### src/hdl/ctrl_pkg.sv
// Control package with the stream beat, command header and reply builders
`default_nettype none

package ctrl_pkg;

  // One 64-bit beat of a packet stream
  typedef struct packed {
    logic [63:0] data;
    logic        sop;
    logic        eop;
  } stream_beat_t;

  // Header carried in the first beat of every command and reply
  typedef struct packed {
    logic [15:0] len;
    logic [15:0] cmd;
    logic [31:0] tag;
  } hdr_t;

  // Command codes, upper byte is the message type
  localparam logic [15:0] CMD_FPGA_STATUS = 16'h0000;
  localparam logic [15:0] CMD_RESET_FPGA  = 16'h0001;
  localparam logic [15:0] CMD_RUN_JOB     = 16'h0100;

  // Reply codes have the top bit set
  localparam logic [15:0] RPL_FPGA_STATUS = 16'h8000;
  localparam logic [15:0] RPL_RESET_FPGA  = 16'h8001;
  localparam logic [15:0] RPL_RUN_JOB     = 16'h8100;

  // Reply lengths in beats, header included
  localparam logic [15:0] RPL_LEN_STATUS = 16'd2;
  localparam logic [15:0] RPL_LEN_RESET  = 16'd1;
  localparam logic [15:0] RPL_LEN_JOB    = 16'd2;

  function automatic logic [7:0] get_msg_type(input logic [15:0] cmd);
    return cmd[15:8];
  endfunction

  // First reply beat, a 1-beat reply also ends here
  function automatic stream_beat_t get_rpl_hdr(input logic [15:0] code,
                                               input logic [15:0] len,
                                               input logic [31:0] tag);
    hdr_t         hdr;
    stream_beat_t beat;
    hdr.len   = len;
    hdr.cmd   = code;
    hdr.tag   = tag;
    beat.data = hdr;
    beat.sop  = 1'b1;
    beat.eop  = (len == 16'd1);
    return beat;
  endfunction

  // Closing data word of a 2-beat reply
  function automatic stream_beat_t get_rpl_word(input logic [31:0] hi,
                                                input logic [31:0] lo);
    stream_beat_t beat;
    beat.data = {hi, lo};
    beat.sop  = 1'b0;
    beat.eop  = 1'b1;
    return beat;
  endfunction

endpackage

`default_nettype wire

### src/hdl/cmd_queue.sv
// Command queue that buffers stream beats in a synchronous FIFO with valid/ready on both sides
`timescale 1ns/1ps
`default_nettype none

module cmd_queue #(
  parameter int DEPTH = 16
) (
  input  wire logic                   i_clk_core,
  input  wire logic                   i_rst_core,
  input  wire ctrl_pkg::stream_beat_t i_beat,
  input  wire logic                   i_val,
  output logic                        o_rdy,
  output ctrl_pkg::stream_beat_t      o_beat,
  output logic                        o_val,
  input  wire logic                   i_rdy
);
  import ctrl_pkg::*;

  localparam int AW = $clog2(DEPTH);
  localparam logic [AW:0] FULL_CNT = (AW + 1)'(DEPTH);

  stream_beat_t    mem [DEPTH];
  logic [AW-1:0]   wr_ptr;
  logic [AW-1:0]   rd_ptr;
  logic [AW:0]     count;
  logic            wr_en;
  logic            rd_en;

  assign o_rdy  = (count != FULL_CNT);
  assign o_val  = (count != '0);
  assign o_beat = mem[rd_ptr];
  assign wr_en  = i_val && o_rdy;
  assign rd_en  = o_val && i_rdy;

  always_ff @(posedge i_clk_core) begin
    if (wr_en) begin
      mem[wr_ptr] <= i_beat;
    end
  end

  always_ff @(posedge i_clk_core) begin
    if (i_rst_core) begin
      wr_ptr <= '0;
      rd_ptr <= '0;
      count  <= '0;
    end else begin
      if (wr_en) begin
        wr_ptr <= wr_ptr + 1'b1;
      end
      if (rd_en) begin
        rd_ptr <= rd_ptr + 1'b1;
      end
      count <= count + (AW + 1)'(wr_en) - (AW + 1)'(rd_en);
    end
  end

  // Occupancy matches the pointer distance and never passes the depth
  assert property (@(posedge i_clk_core) disable iff (i_rst_core)
    (count <= FULL_CNT) && (count[AW-1:0] == AW'(wr_ptr - rd_ptr)));

endmodule

`default_nettype wire

### src/hdl/cmd_router.sv
// Command router, steers each packet to the system or job queue by message type
`timescale 1ns/1ps
`default_nettype none

module cmd_router (
  input  wire logic                   i_clk_core,
  input  wire logic                   i_rst_core,
  input  wire ctrl_pkg::stream_beat_t i_beat,
  input  wire logic                   i_val,
  output logic                        o_rdy,
  output ctrl_pkg::stream_beat_t      o_beat0,
  output logic                        o_val0,
  input  wire logic                   i_rdy0,
  output ctrl_pkg::stream_beat_t      o_beat1,
  output logic                        o_val1,
  input  wire logic                   i_rdy1
);
  import ctrl_pkg::*;

  hdr_t hdr;
  logic path_sel;
  logic path_l;
  logic pkt_open;
  logic xfer;

  // Start beat decides from its header, later beats follow the latched path
  always_comb begin
    hdr = hdr_t'(i_beat.data);
    if (i_beat.sop) begin
      path_sel = (get_msg_type(hdr.cmd) != 8'd0);
    end else begin
      path_sel = path_l;
    end
  end

  assign o_beat0 = i_beat;
  assign o_beat1 = i_beat;
  assign o_val0  = i_val && !path_sel;
  assign o_val1  = i_val && path_sel;
  assign o_rdy   = path_sel ? i_rdy1 : i_rdy0;
  assign xfer    = i_val && o_rdy;

  always_ff @(posedge i_clk_core) begin
    if (i_rst_core) begin
      path_l   <= 1'b0;
      pkt_open <= 1'b0;
    end else if (xfer) begin
      if (i_beat.sop) begin
        path_l <= path_sel;
      end
      pkt_open <= !i_beat.eop;
    end
  end

  // Continuation beats only while a packet is open upstream
  assert property (@(posedge i_clk_core) disable iff (i_rst_core)
    (i_val && !i_beat.sop) |-> pkt_open);

endmodule

`default_nettype wire

### src/hdl/ctrl_top.sv
// Command control top, routes host commands to two queues and merges the replies
`timescale 1ns/1ps
`default_nettype none

module ctrl_top #(
  parameter logic [31:0] BUILD_ID     = 32'h0000_0001,
  parameter int          RESET_CYCLES = 16,
  parameter int          QUEUE_DEPTH  = 16
) (
  input  wire logic                   i_clk_core,
  input  wire logic                   i_rst_core,
  input  wire ctrl_pkg::stream_beat_t i_cmd,
  input  wire logic                   i_cmd_val,
  output logic                        o_cmd_rdy,
  output ctrl_pkg::stream_beat_t      o_rpl,
  output logic                        o_rpl_val,
  input  wire logic                   i_rpl_rdy,
  output ctrl_pkg::stream_beat_t      o_job,
  output logic                        o_job_val,
  input  wire logic                   i_job_rdy,
  input  wire logic [31:0]            i_result,
  input  wire logic                   i_result_val,
  output logic                        o_usr_rst
);
  import ctrl_pkg::*;

  stream_beat_t rt0_beat, rt1_beat, q0_beat, q1_beat, rpl0, rpl1;
  logic         rt0_val, rt0_rdy, rt1_val, rt1_rdy;
  logic         q0_val, q0_rdy, q1_val, q1_rdy;
  logic         rpl0_val, rpl0_rdy, rpl1_val, rpl1_rdy;
  logic         rst_int;

  // User reset clears the datapath but leaves the handlers running
  assign rst_int = i_rst_core || o_usr_rst;

  cmd_router u_cmd_router (
    .i_clk_core (i_clk_core), .i_rst_core (rst_int),
    .i_beat     (i_cmd),      .i_val      (i_cmd_val), .o_rdy  (o_cmd_rdy),
    .o_beat0    (rt0_beat),   .o_val0     (rt0_val),   .i_rdy0 (rt0_rdy),
    .o_beat1    (rt1_beat),   .o_val1     (rt1_val),   .i_rdy1 (rt1_rdy)
  );

  cmd_queue #(.DEPTH (QUEUE_DEPTH)) u_cmd_queue0 (
    .i_clk_core (i_clk_core), .i_rst_core (rst_int),
    .i_beat     (rt0_beat),   .i_val      (rt0_val), .o_rdy (rt0_rdy),
    .o_beat     (q0_beat),    .o_val      (q0_val),  .i_rdy (q0_rdy)
  );

  cmd_queue #(.DEPTH (QUEUE_DEPTH)) u_cmd_queue1 (
    .i_clk_core (i_clk_core), .i_rst_core (rst_int),
    .i_beat     (rt1_beat),   .i_val      (rt1_val), .o_rdy (rt1_rdy),
    .o_beat     (q1_beat),    .o_val      (q1_val),  .i_rdy (q1_rdy)
  );

  sys_cmd_handler #(.BUILD_ID (BUILD_ID), .RESET_CYCLES (RESET_CYCLES)) u_sys_cmd_handler (
    .i_clk_core (i_clk_core), .i_rst_core (i_rst_core),
    .i_beat     (q0_beat),    .i_val      (q0_val),   .o_rdy     (q0_rdy),
    .o_rpl      (rpl0),       .o_rpl_val  (rpl0_val), .i_rpl_rdy (rpl0_rdy),
    .o_usr_rst  (o_usr_rst)
  );

  job_cmd_handler u_job_cmd_handler (
    .i_clk_core   (i_clk_core),   .i_rst_core (i_rst_core),
    .i_beat       (q1_beat),      .i_val      (q1_val),    .o_rdy     (q1_rdy),
    .o_job        (o_job),        .o_job_val  (o_job_val), .i_job_rdy (i_job_rdy),
    .i_result     (i_result),     .i_result_val (i_result_val),
    .o_rpl        (rpl1),         .o_rpl_val  (rpl1_val),  .i_rpl_rdy (rpl1_rdy)
  );

  reply_arb u_reply_arb (
    .i_clk_core (i_clk_core), .i_rst_core (rst_int),
    .i_rpl0     (rpl0),       .i_val0     (rpl0_val),  .o_rdy0    (rpl0_rdy),
    .i_rpl1     (rpl1),       .i_val1     (rpl1_val),  .o_rdy1    (rpl1_rdy),
    .o_rpl      (o_rpl),      .o_rpl_val  (o_rpl_val), .i_rpl_rdy (i_rpl_rdy)
  );

endmodule

`default_nettype wire

### src/hdl/job_cmd_handler.sv
// Job command handler, streams the job payload to the engine and replies with its result
`timescale 1ns/1ps
`default_nettype none

module job_cmd_handler (
  input  wire logic                   i_clk_core,
  input  wire logic                   i_rst_core,
  input  wire ctrl_pkg::stream_beat_t i_beat,
  input  wire logic                   i_val,
  output logic                        o_rdy,
  output ctrl_pkg::stream_beat_t      o_job,
  output logic                        o_job_val,
  input  wire logic                   i_job_rdy,
  input  wire logic [31:0]            i_result,
  input  wire logic                   i_result_val,
  output ctrl_pkg::stream_beat_t      o_rpl,
  output logic                        o_rpl_val,
  input  wire logic                   i_rpl_rdy
);
  import ctrl_pkg::*;

  typedef enum logic [2:0] {
    ST_IDLE, ST_INDEX, ST_FWD, ST_WAIT, ST_REPLY, ST_IGNORE
  } state_t;

  state_t      state;
  hdr_t        hdr;
  logic [31:0] tag_l;
  logic [31:0] job_idx;
  logic [31:0] res_l;
  logic        res_seen;
  logic        first_l;
  logic        in_xfer;
  logic        rpl_xfer;
  logic        job_active;

  assign hdr        = hdr_t'(i_beat.data);
  assign in_xfer    = i_val && o_rdy;
  assign rpl_xfer   = o_rpl_val && i_rpl_rdy;
  assign job_active = (state == ST_INDEX) || (state == ST_FWD) || (state == ST_WAIT);

  // Payload passes straight through to the engine, ready comes back from it
  always_comb begin
    o_job     = i_beat;
    o_job.sop = first_l;
    o_job_val = i_val && (state == ST_FWD);
    case (state)
      ST_FWD:            o_rdy = i_job_rdy;
      ST_WAIT, ST_REPLY: o_rdy = 1'b0;
      default:           o_rdy = 1'b1;
    endcase
  end

  always_ff @(posedge i_clk_core) begin
    if (i_rst_core) begin
      state     <= ST_IDLE;
      o_rpl_val <= 1'b0;
      res_seen  <= 1'b0;
      first_l   <= 1'b0;
    end else begin
      // Only the first result pulse of a job counts
      if (i_result_val && !res_seen && job_active) begin
        res_l    <= i_result;
        res_seen <= 1'b1;
      end
      case (state)
        ST_IDLE: begin
          if (in_xfer) begin
            tag_l <= hdr.tag;
            if (hdr.cmd == CMD_RUN_JOB && !i_beat.eop) begin
              state <= ST_INDEX;
            end else if (!i_beat.eop) begin
              state <= ST_IGNORE;
            end
          end
        end
        ST_INDEX: begin
          if (in_xfer) begin
            job_idx <= i_beat.data[31:0];
            first_l <= 1'b1;
            state   <= i_beat.eop ? ST_WAIT : ST_FWD;
          end
        end
        ST_FWD: begin
          if (in_xfer) begin
            first_l <= 1'b0;
            if (i_beat.eop) begin
              state <= ST_WAIT;
            end
          end
        end
        ST_WAIT: begin
          if (res_seen || i_result_val) begin
            o_rpl     <= get_rpl_hdr(RPL_RUN_JOB, RPL_LEN_JOB, tag_l);
            o_rpl_val <= 1'b1;
            state     <= ST_REPLY;
          end
        end
        ST_REPLY: begin
          if (rpl_xfer) begin
            if (o_rpl.eop) begin
              o_rpl_val <= 1'b0;
              res_seen  <= 1'b0;
              state     <= ST_IDLE;
            end else begin
              o_rpl <= get_rpl_word(job_idx, res_l);
            end
          end
        end
        ST_IGNORE: begin
          if (in_xfer && i_beat.eop) begin
            state <= ST_IDLE;
          end
        end
        default: state <= ST_IDLE;
      endcase
    end
  end

  // Engine beat holds while stalled, the queue behind must hold it too
  assert property (@(posedge i_clk_core) disable iff (i_rst_core)
    (o_job_val && !i_job_rdy) |=> (o_job_val && $stable(o_job)));

endmodule

`default_nettype wire

### src/hdl/reply_arb.sv
// Reply arbiter that merges two reply streams round-robin without interleaving packets
`timescale 1ns/1ps
`default_nettype none

module reply_arb (
  input  wire logic                   i_clk_core,
  input  wire logic                   i_rst_core,
  input  wire ctrl_pkg::stream_beat_t i_rpl0,
  input  wire logic                   i_val0,
  output logic                        o_rdy0,
  input  wire ctrl_pkg::stream_beat_t i_rpl1,
  input  wire logic                   i_val1,
  output logic                        o_rdy1,
  output ctrl_pkg::stream_beat_t      o_rpl,
  output logic                        o_rpl_val,
  input  wire logic                   i_rpl_rdy
);
  import ctrl_pkg::*;

  stream_beat_t sel_beat;
  logic         sel;
  logic         sel_val;
  logic         grant;
  logic         locked;
  logic         out_free;
  logic         accept;

  // The grant stays inside a packet and flips at a boundary when both sides wait
  always_comb begin
    if (locked) begin
      sel = grant;
    end else if (i_val0 && i_val1) begin
      sel = !grant;
    end else begin
      sel = i_val1;
    end
    sel_beat = sel ? i_rpl1 : i_rpl0;
    sel_val  = sel ? i_val1 : i_val0;
  end

  assign out_free = !o_rpl_val || i_rpl_rdy;
  assign accept   = sel_val && out_free;
  assign o_rdy0   = out_free && !sel;
  assign o_rdy1   = out_free && sel;

  always_ff @(posedge i_clk_core) begin
    if (accept) begin
      o_rpl <= sel_beat;
    end
  end

  always_ff @(posedge i_clk_core) begin
    if (i_rst_core) begin
      o_rpl_val <= 1'b0;
      grant     <= 1'b0;
      locked    <= 1'b0;
    end else if (accept) begin
      o_rpl_val <= 1'b1;
      grant     <= sel;
      locked    <= !sel_beat.eop;
    end else if (i_rpl_rdy) begin
      o_rpl_val <= 1'b0;
    end
  end

  // Start beats are taken only while no packet is open
  assert property (@(posedge i_clk_core) disable iff (i_rst_core)
    accept |-> (sel_beat.sop == !locked));

endmodule

`default_nettype wire

### src/hdl/sys_cmd_handler.sv
// System command handler, serves status and reset commands and builds their replies
`timescale 1ns/1ps
`default_nettype none

module sys_cmd_handler #(
  parameter logic [31:0] BUILD_ID     = 32'h0000_0001,
  parameter int          RESET_CYCLES = 16
) (
  input  wire logic                   i_clk_core,
  input  wire logic                   i_rst_core,
  input  wire ctrl_pkg::stream_beat_t i_beat,
  input  wire logic                   i_val,
  output logic                        o_rdy,
  output ctrl_pkg::stream_beat_t      o_rpl,
  output logic                        o_rpl_val,
  input  wire logic                   i_rpl_rdy,
  output logic                        o_usr_rst
);
  import ctrl_pkg::*;

  localparam int CW = $clog2(RESET_CYCLES + 1);

  typedef enum logic [1:0] {
    ST_IDLE   = 2'd0,
    ST_SEND   = 2'd1,
    ST_RESET  = 2'd2,
    ST_IGNORE = 2'd3
  } state_t;

  state_t        state;
  hdr_t          hdr;
  logic [31:0]   tag_l;
  logic          drain_l;
  logic [CW-1:0] rst_cnt;
  logic          in_xfer;
  logic          rpl_xfer;

  assign hdr      = hdr_t'(i_beat.data);
  assign o_rdy    = (state == ST_IDLE) || (state == ST_IGNORE);
  assign in_xfer  = i_val && o_rdy;
  assign rpl_xfer = o_rpl_val && i_rpl_rdy;

  always_ff @(posedge i_clk_core) begin
    if (i_rst_core) begin
      state     <= ST_IDLE;
      o_rpl_val <= 1'b0;
      o_usr_rst <= 1'b0;
      drain_l   <= 1'b0;
      rst_cnt   <= '0;
    end else begin
      case (state)
        ST_IDLE: begin
          if (in_xfer) begin
            tag_l   <= hdr.tag;
            drain_l <= !i_beat.eop;
            case (hdr.cmd)
              CMD_FPGA_STATUS: begin
                o_rpl     <= get_rpl_hdr(RPL_FPGA_STATUS, RPL_LEN_STATUS, hdr.tag);
                o_rpl_val <= 1'b1;
                state     <= ST_SEND;
              end
              CMD_RESET_FPGA: begin
                o_usr_rst <= 1'b1;
                rst_cnt   <= CW'(RESET_CYCLES - 1);
                state     <= ST_RESET;
              end
              default: begin
                if (!i_beat.eop) begin
                  state <= ST_IGNORE;
                end
              end
            endcase
          end
        end
        // Shared by the status and reset replies
        ST_SEND: begin
          if (rpl_xfer) begin
            if (o_rpl.eop) begin
              o_rpl_val <= 1'b0;
              state     <= drain_l ? ST_IGNORE : ST_IDLE;
            end else begin
              o_rpl <= get_rpl_word(BUILD_ID, 32'(state));
            end
          end
        end
        ST_RESET: begin
          if (o_usr_rst) begin
            if (rst_cnt == '0) begin
              o_usr_rst <= 1'b0;
            end else begin
              rst_cnt <= rst_cnt - 1'b1;
            end
          end else begin
            // User reset flushed the rest of the queue
            drain_l   <= 1'b0;
            o_rpl     <= get_rpl_hdr(RPL_RESET_FPGA, RPL_LEN_RESET, tag_l);
            o_rpl_val <= 1'b1;
            state     <= ST_SEND;
          end
        end
        ST_IGNORE: begin
          if (in_xfer && i_beat.eop) begin
            state <= ST_IDLE;
          end
        end
        default: state <= ST_IDLE;
      endcase
    end
  end

endmodule

`default_nettype wire

### config.mk
export PLATFORM = sky130hd
export DESIGN_NAME = ctrl_top
export DESIGN_NICKNAME = d
export VERILOG_FILES = /design/src/hdl/ctrl_pkg.sv /design/src/hdl/cmd_queue.sv /design/src/hdl/cmd_router.sv /design/src/hdl/ctrl_top.sv /design/src/hdl/job_cmd_handler.sv /design/src/hdl/reply_arb.sv /design/src/hdl/sys_cmd_handler.sv
export SDC_FILE = /design/constraint.sdc
export NUM_CORES = 2
export LEC_CHECK = 0
export BUFFER_PORTS_ARGS = -buffer_cell sky130_fd_sc_hd__clkbuf_2
export CAP_MARGIN = 20
export CORE_MARGIN = 4
export CORE_UTILIZATION = 45
export CTS_BUF_LIST = sky130_fd_sc_hd__clkbuf_2 sky130_fd_sc_hd__clkbuf_4 sky130_fd_sc_hd__clkbuf_8
export CTS_CLUSTER_DIAMETER = 150
export DETAILED_ROUTE_END_ITERATION = 6
export GPL_TIMING_DRIVEN = 1
export SLEW_MARGIN = 10
export SYNTH_ARGS = -nofsm -noshare
export SYNTH_HDL_FRONTEND = slang
export SYNTH_SLANG_ARGS = --single-unit
### constraint.sdc
create_clock -name i_clk_core -period 6.34 [get_ports i_clk_core]
set_clock_uncertainty 0.05 [all_clocks]
set_input_delay 0 -clock i_clk_core [delete_from_list [all_inputs] [get_ports i_clk_core]]
set_output_delay 0 -clock i_clk_core [all_outputs]
set_load 0.01 [all_outputs]
== Word-level counts from Yosys, hierarchy flattened ==
Memories as Yosys holds them, arrays and structs flattened. A register that Yosys moved wholly into a read port is not among the register bits.
Index checks and enable logic that the tools add are counted.

* $add $sub $neg: 9
* Equality and inequality tests: 33
* Multiplexer cells: 78
* Bitwise gates (word level): 1
* Reductions and logical operators: 63

{| class="wikitable"
|+ Operators with widths
! operator !! count
|-
| $mux 66 || 9
|-
| $pmux 66 s3 || 1
|-
| $pmux 66 s2 || 1
|-
| $mux 1 || 32
|-
| $mux 3 || 10
|-
| $ne 2x2->1 const B || 12
|-
| $mux 5 || 4
|-
| $logic_and 1x1->1 || 19
|-
| $pmux 3 s6 || 1
|-
| $reduce_and 3->1 || 6
|-
| $reduce_and 6->1 || 3
|-
| $add 4x1->4 const B || 4
|-
| $eq 16x1->1 const B || 1
|-
| $eq 16x9->1 const B || 1
|-
| $logic_not 16->1 || 1
|-
| $mux 4 || 4
|-
| $mux 2 || 7
|-
| $ne 2x1->1 const B || 7
|-
| $add 5x1->5 || 2
|-
| $ne 5x5->1 const B || 2
|-
| $pmux 1 s2 || 5
|-
| $pmux 5 s2 || 1
|-
| $reduce_and 5->1 || 2
|-
| $reduce_bool 5->1 || 2
|-
| other kinds (26) || 47
|}

* Register bits after elaboration: 372
* Memory bits (writable): 2,112
* Input port bits: 104
* Output and inout port bits: 136
* Memories: 2

{| class="wikitable"
|+ Memory list
! memory !! depth !! width !! read ports !! clocked after memory_dff !! write ports !! line !! RTL
|-
| u_cmd_queue0.mem || 16 || 66 || 1 || 1 || 1 || cmd_queue.sv:22 || <nowiki>stream_beat_t mem [DEPTH];</nowiki>
|-
| u_cmd_queue1.mem || 16 || 66 || 1 || 1 || 1 || cmd_queue.sv:22 ||
|}

== Logic depth before layout (Yosys ltp) ==
* Depth in word-level cells: 8
* Gate-level depth with buffers: 14
* Depth with buffers taken out: 14

== Cells and area by module ==
From an unflattened synthesis, not the netlist that was laid out.

* Cell total of the unflattened synthesis: 4,434
* Area total of the unflattened synthesis: 94,541.9 um^2

{| class="wikitable"
|+ By module, submodules not included
! module !! instances !! cells an instance !! area an instance (um^2) !! sequential area each (um^2)
|-
| cmd_queue || 2 || 1,719 || 40,267.4 || 32,050.7
|-
| job_cmd_handler || 1 || 428 || 6,477.5 || 4,984.8
|-
| sys_cmd_handler || 1 || 262 || 3,473.3 || 2,272.2
|-
| reply_arb || 1 || 159 || 2,951.6 || 2,042.0
|-
| cmd_router || 1 || 146 || 1,098.6 || 20.0
|-
| ctrl_top || 1 || 1 || 6.3 || 0.0
|}

== Least setup slack after synthesis ==
OpenSTA, ideal clock, no wires.

* Path type: flip-flop to flip-flop
* From: register u_job_cmd_handler.state[2]
* To: register u_job_cmd_handler.o_rpl[10] (netlist bit), enable pin
* Setup time: 0.488 ns
* Arrival time: 4.331 ns
* Data required time: 5.802 ns
* Path slack: 1.471 ns
* Stages on the path, launching flop included: 7
* Path through: dfxtp_1 -> clkbuf_1 -> nor3b_1 -> clkinv_1 -> nor3_1 -> a21oi_1 -> nor2_1

* Cells in the longest elaborated chain, start to end: 3

{| class="wikitable"
|+ Ends and longest elaborated chain
! element !! line !! RTL
|-
| start: declaration || job_cmd_handler.sv:26 || <nowiki>state_t state;</nowiki>
|-
| start signal: assignment || job_cmd_handler.sv:81 || <nowiki>state <= i_beat.eop ? ST_WAIT : ST_FWD;</nowiki>
|-
| $eq 3x3->1 / $eq 3x2->1 (equally long branches) || job_cmd_handler.sv:66 || <nowiki>case (state)</nowiki>
|-
| $ne 2x2->1 (no line), or another cell as far along || - ||
|-
| $reduce_and 5->1 (no line) (*) || - ||
|-
| end signal: assignment || job_cmd_handler.sv:94 || <nowiki>o_rpl <= get_rpl_hdr(RPL_RUN_JOB, RPL_LEN_JOB, tag_l);</nowiki>
|-
| end signal: assignment || job_cmd_handler.sv:106 || <nowiki>o_rpl <= get_rpl_word(job_idx, res_l);</nowiki>
|-
| end: declaration || job_cmd_handler.sv:16 || <nowiki>output ctrl_pkg::stream_beat_t o_rpl,</nowiki>
|}

Every way passes the cells marked *; elsewhere a longest branch is shown, timed or not.
A chain may end at the register's enable or synchronous reset.

==> impl_metrics.toml <==
[timing]
setup_viol = 0
fin_setup_tns_ps = 0
maxSlewHeadroom_pct = 22.4
tightestPinTransition_ps = 1160
grt_setup_unrepaired = "false"
max_freq_mhz = 208
min_period_ps = 4810
fin_crit_sh_pct = 75.8
maxSlewViolCount = 0
hold_viol_final = 0

[critical_path]
crit_required_ps = 6290
cp_num_buf_inv = 3
cp_top_family = "buffers and inverters"
crit_fanout = 82
crit_type = "reg -> out"
crit_path_frequent_cell = "mux4_2"
cp-end-kind = "primary output"
cp.arrival_ps = 4760
cp-start-kind = "flip-flop"
cpPeakStageDelay_ps = 870
crit_slowest_cell = "dfxtp_4"
crit_path_cell_trace = "buf_4 > buf_12 > mux4_2 > mux4_2 > clkbuf_2"

[synthesis]
synth.area.top_cells = "edfxtp_1, mux4_2, dfxtp_1"
ys_seq_elements = 2175
yosys.area.top_type_share_pct = 78.6
syn_area_per_cell_um2 = 23.0
synth-edff-count = 2121
async_flop_share_pct = 0
yosys.cell_types.count = 61
syn_nets = 3664
synth_ff_type = "edfxtp_1"
yosysSeqAreaShare_pct = 79.9
synth_warnings = 0
syn_inst = 3529
synth_top_area_cell = "edfxtp_1"
syn_area_um2 = 81100

[global_route]
grt_pass1_wl_mm = 275
grt-ovfl-total = 0
grt_antenna_before_repair = 15
track_usage_pct = 20.4
grt_pass1_vias = 39700
grt_max_degree = 161

[route]
drt-total-wl_mm = 190
drtAntennaViolNets = 0
firstDrtPassIters = 6
initialDrtViolationCount = 3643
drc_errors = 0
routedWlPerCell_um = 27.8
vias_per_cell = 5.63
vias = 38500

[cells_and_area]
final_cell_mix = "edfxtp_1, mux4_2, clkbuf_8"
area_delta_synth_final_pct = 15.7
fin_cells = 6837
nNetsFinal = 4348
final_common_cell = "edfxtp_1"
drive_gt1_share_pct = 32.2

[power]
power.density_nw_per_um2 = 384
leakagePower_nw = 29.8
power_frac_comb_pct = 20.0
p_int_mw = 26.3
p_seq_share_pct = 47.6
vdd_ir_drop_max_mv = 0.348
switchingPower_mw = 9.68
power_frac_clock_pct = 32.4
swShare_pct = 26.9

[place]
place_hpwl_mm = 104
dp.cells = 6036
gp_congestion = 0.745
numPortBuffers = 239

[run_status]
status = "finished clean"

[clock_tree]
clkTransAtPathRegs_ps = 60
clock_latency_ps = 1050
cts_tree = "done"
ctsHoldBuffers = 165
root_buffer = "clkbuf_8"
clockBufferDepth = 4
cts_setup_buffers = 0
cts_made_buffers = 365
numClockSinks = 2175
cts_resized = 0
h-tree-depth = 5

[min_path]
hold_class = "in -> reg"

[die]
die_h_um = 432
start_util_pct = 45.3
coreArea_um2 = 179000
io_pins = 240
rows = 155
die-area_um2 = 187000
chipWidth_um = 432

[run]
maxCapViolations = 0
[synth_stat cells, drive strengths merged (6+ instances only)]
master and n:
nand3 12, inv 38, a22o 30, nor4 51, nand2 138, mux2i 8, edfxtp 2121, mux2 37
a31oi 8, ha 29, nor2b 36, a21oi 25, xnor2 7, nand4 10, dfxtp 54, nor3 18
clkbuf 94, xor2 12, buf 62, a221oi 6, nand2b 13, o21ai 20, and2 59, and3 12
nor2 62, mux4 502
[cell type report]
class / count / area [um2]
Fill cell: 13900 / 85100
Tap cell: 2355 / 2950
Multi-Input combinational cell: 1158 / 15600
Timing Repair Buffer: 473 / 3470
Sequential cell: 2175 / 64800
Antenna cell: 5 / 12.5
Clock buffer: 507 / 6130
Inverter: 40 / 150
Clock inverter: 124 / 622
[worst reg2reg max path, delay by kind of cell, from the launching register on]
family                 cells  cell delay (ps)
AND/OR/NAND/NOR            6             2230
flip-flops                 1              870
buffers and inverters      1              620
AO/OA/AOI/OAI              1              290
[path summary, 6_finish.rpt]
check / from / to / slack, ps / depth (start not counted)
max reg2reg: flip-flop / u_sys_cmd_handler.o_rpl[6] / 1900 / 8
min: i_cmd[14] / u_cmd_queue0.mem[8][14] / 120 / 2
min reg2reg: u_job_cmd_handler.o_rpl[0] / u_job_cmd_handler.o_rpl_val / 440 / 1
max: flip-flop / o_job[32] / 1530 / 5
[power groups by stage]
stage | Sequential [mW] | Combinational [mW] | Clock, mW
final | 17.2 | 7.22 | 11.7
after global routing | 17.2 | 7.81 | 12.7
after floorplan | 17.2 | 4.96 | 0
after CTS | 17.2 | 7.33 | 12.0
after detailed placement | 17.5 | 7.21 | 0
after global placement | 17.4 | 7.19 | 0
[flip-flops by register name, summed over array words and instances (netlist names), 3 cells and up, named ones only]
signal / count
u_job_cmd_handler.res_l: 32
u_sys_cmd_handler.o_rpl: 37
u_reply_arb.o_rpl: 66
u_job_cmd_handler.state: 3
u_cmd_queue0.rd_ptr: 4
u_cmd_queue0.count: 5
u_sys_cmd_handler.rst_cnt: 5
u_cmd_queue0.wr_ptr: 4
u_cmd_queue1.wr_ptr: 4
u_cmd_queue1.count: 5
u_sys_cmd_handler.tag_l: 32
u_job_cmd_handler.o_rpl: 66
u_job_cmd_handler.job_idx: 32
u_cmd_queue1.mem: 1040
u_job_cmd_handler.tag_l: 32
u_cmd_queue0.mem: 784
u_cmd_queue1.rd_ptr: 4
[kinds of logic after synthesis]
group	share of synthesized area, %
buffers and inverters	0.996
adders and majority gates	0.497
xor gates and xnor gates	0.205
muxes	14.6
and+or+nand+nor	2.77
AOI/OAI and AO/OA	1.07
DFF	79.9
[per-layer routing]
| layer | up-vias | routed length (um) | share of wire (%) | GRT usage, % |
|---|---|---|---|---|
| met2 | 1579 | 87600 | 46 | 30.8 |
| met3 | 285 | 15000 | 7.9 | 4.61 |
| met4 | 4 | 4000 | 2.1 | 5.49 |
| li1 | 16200 | - | - | - |
| met1 | 20400 | 83400 | 44 | 30.3 |
| met5 | - | 20 | 0.011 | 0 |
[metrics by stage]
step	hold slack (ps)	area (um2)	setup slack [ps]	power, mW	utilization [%]
global placement	131	85300	1840	24.6	47.7
floorplan	48.9	81100	1470	22.1	-
global route	120	93800	1120	37.7	52.4
finish	124	93800	1530	36.0	52.4
detailed placement	129	85300	1890	24.7	47.7
CTS	26.6	93700	1310	36.5	52.4
(Power assumes the default switching activity.)
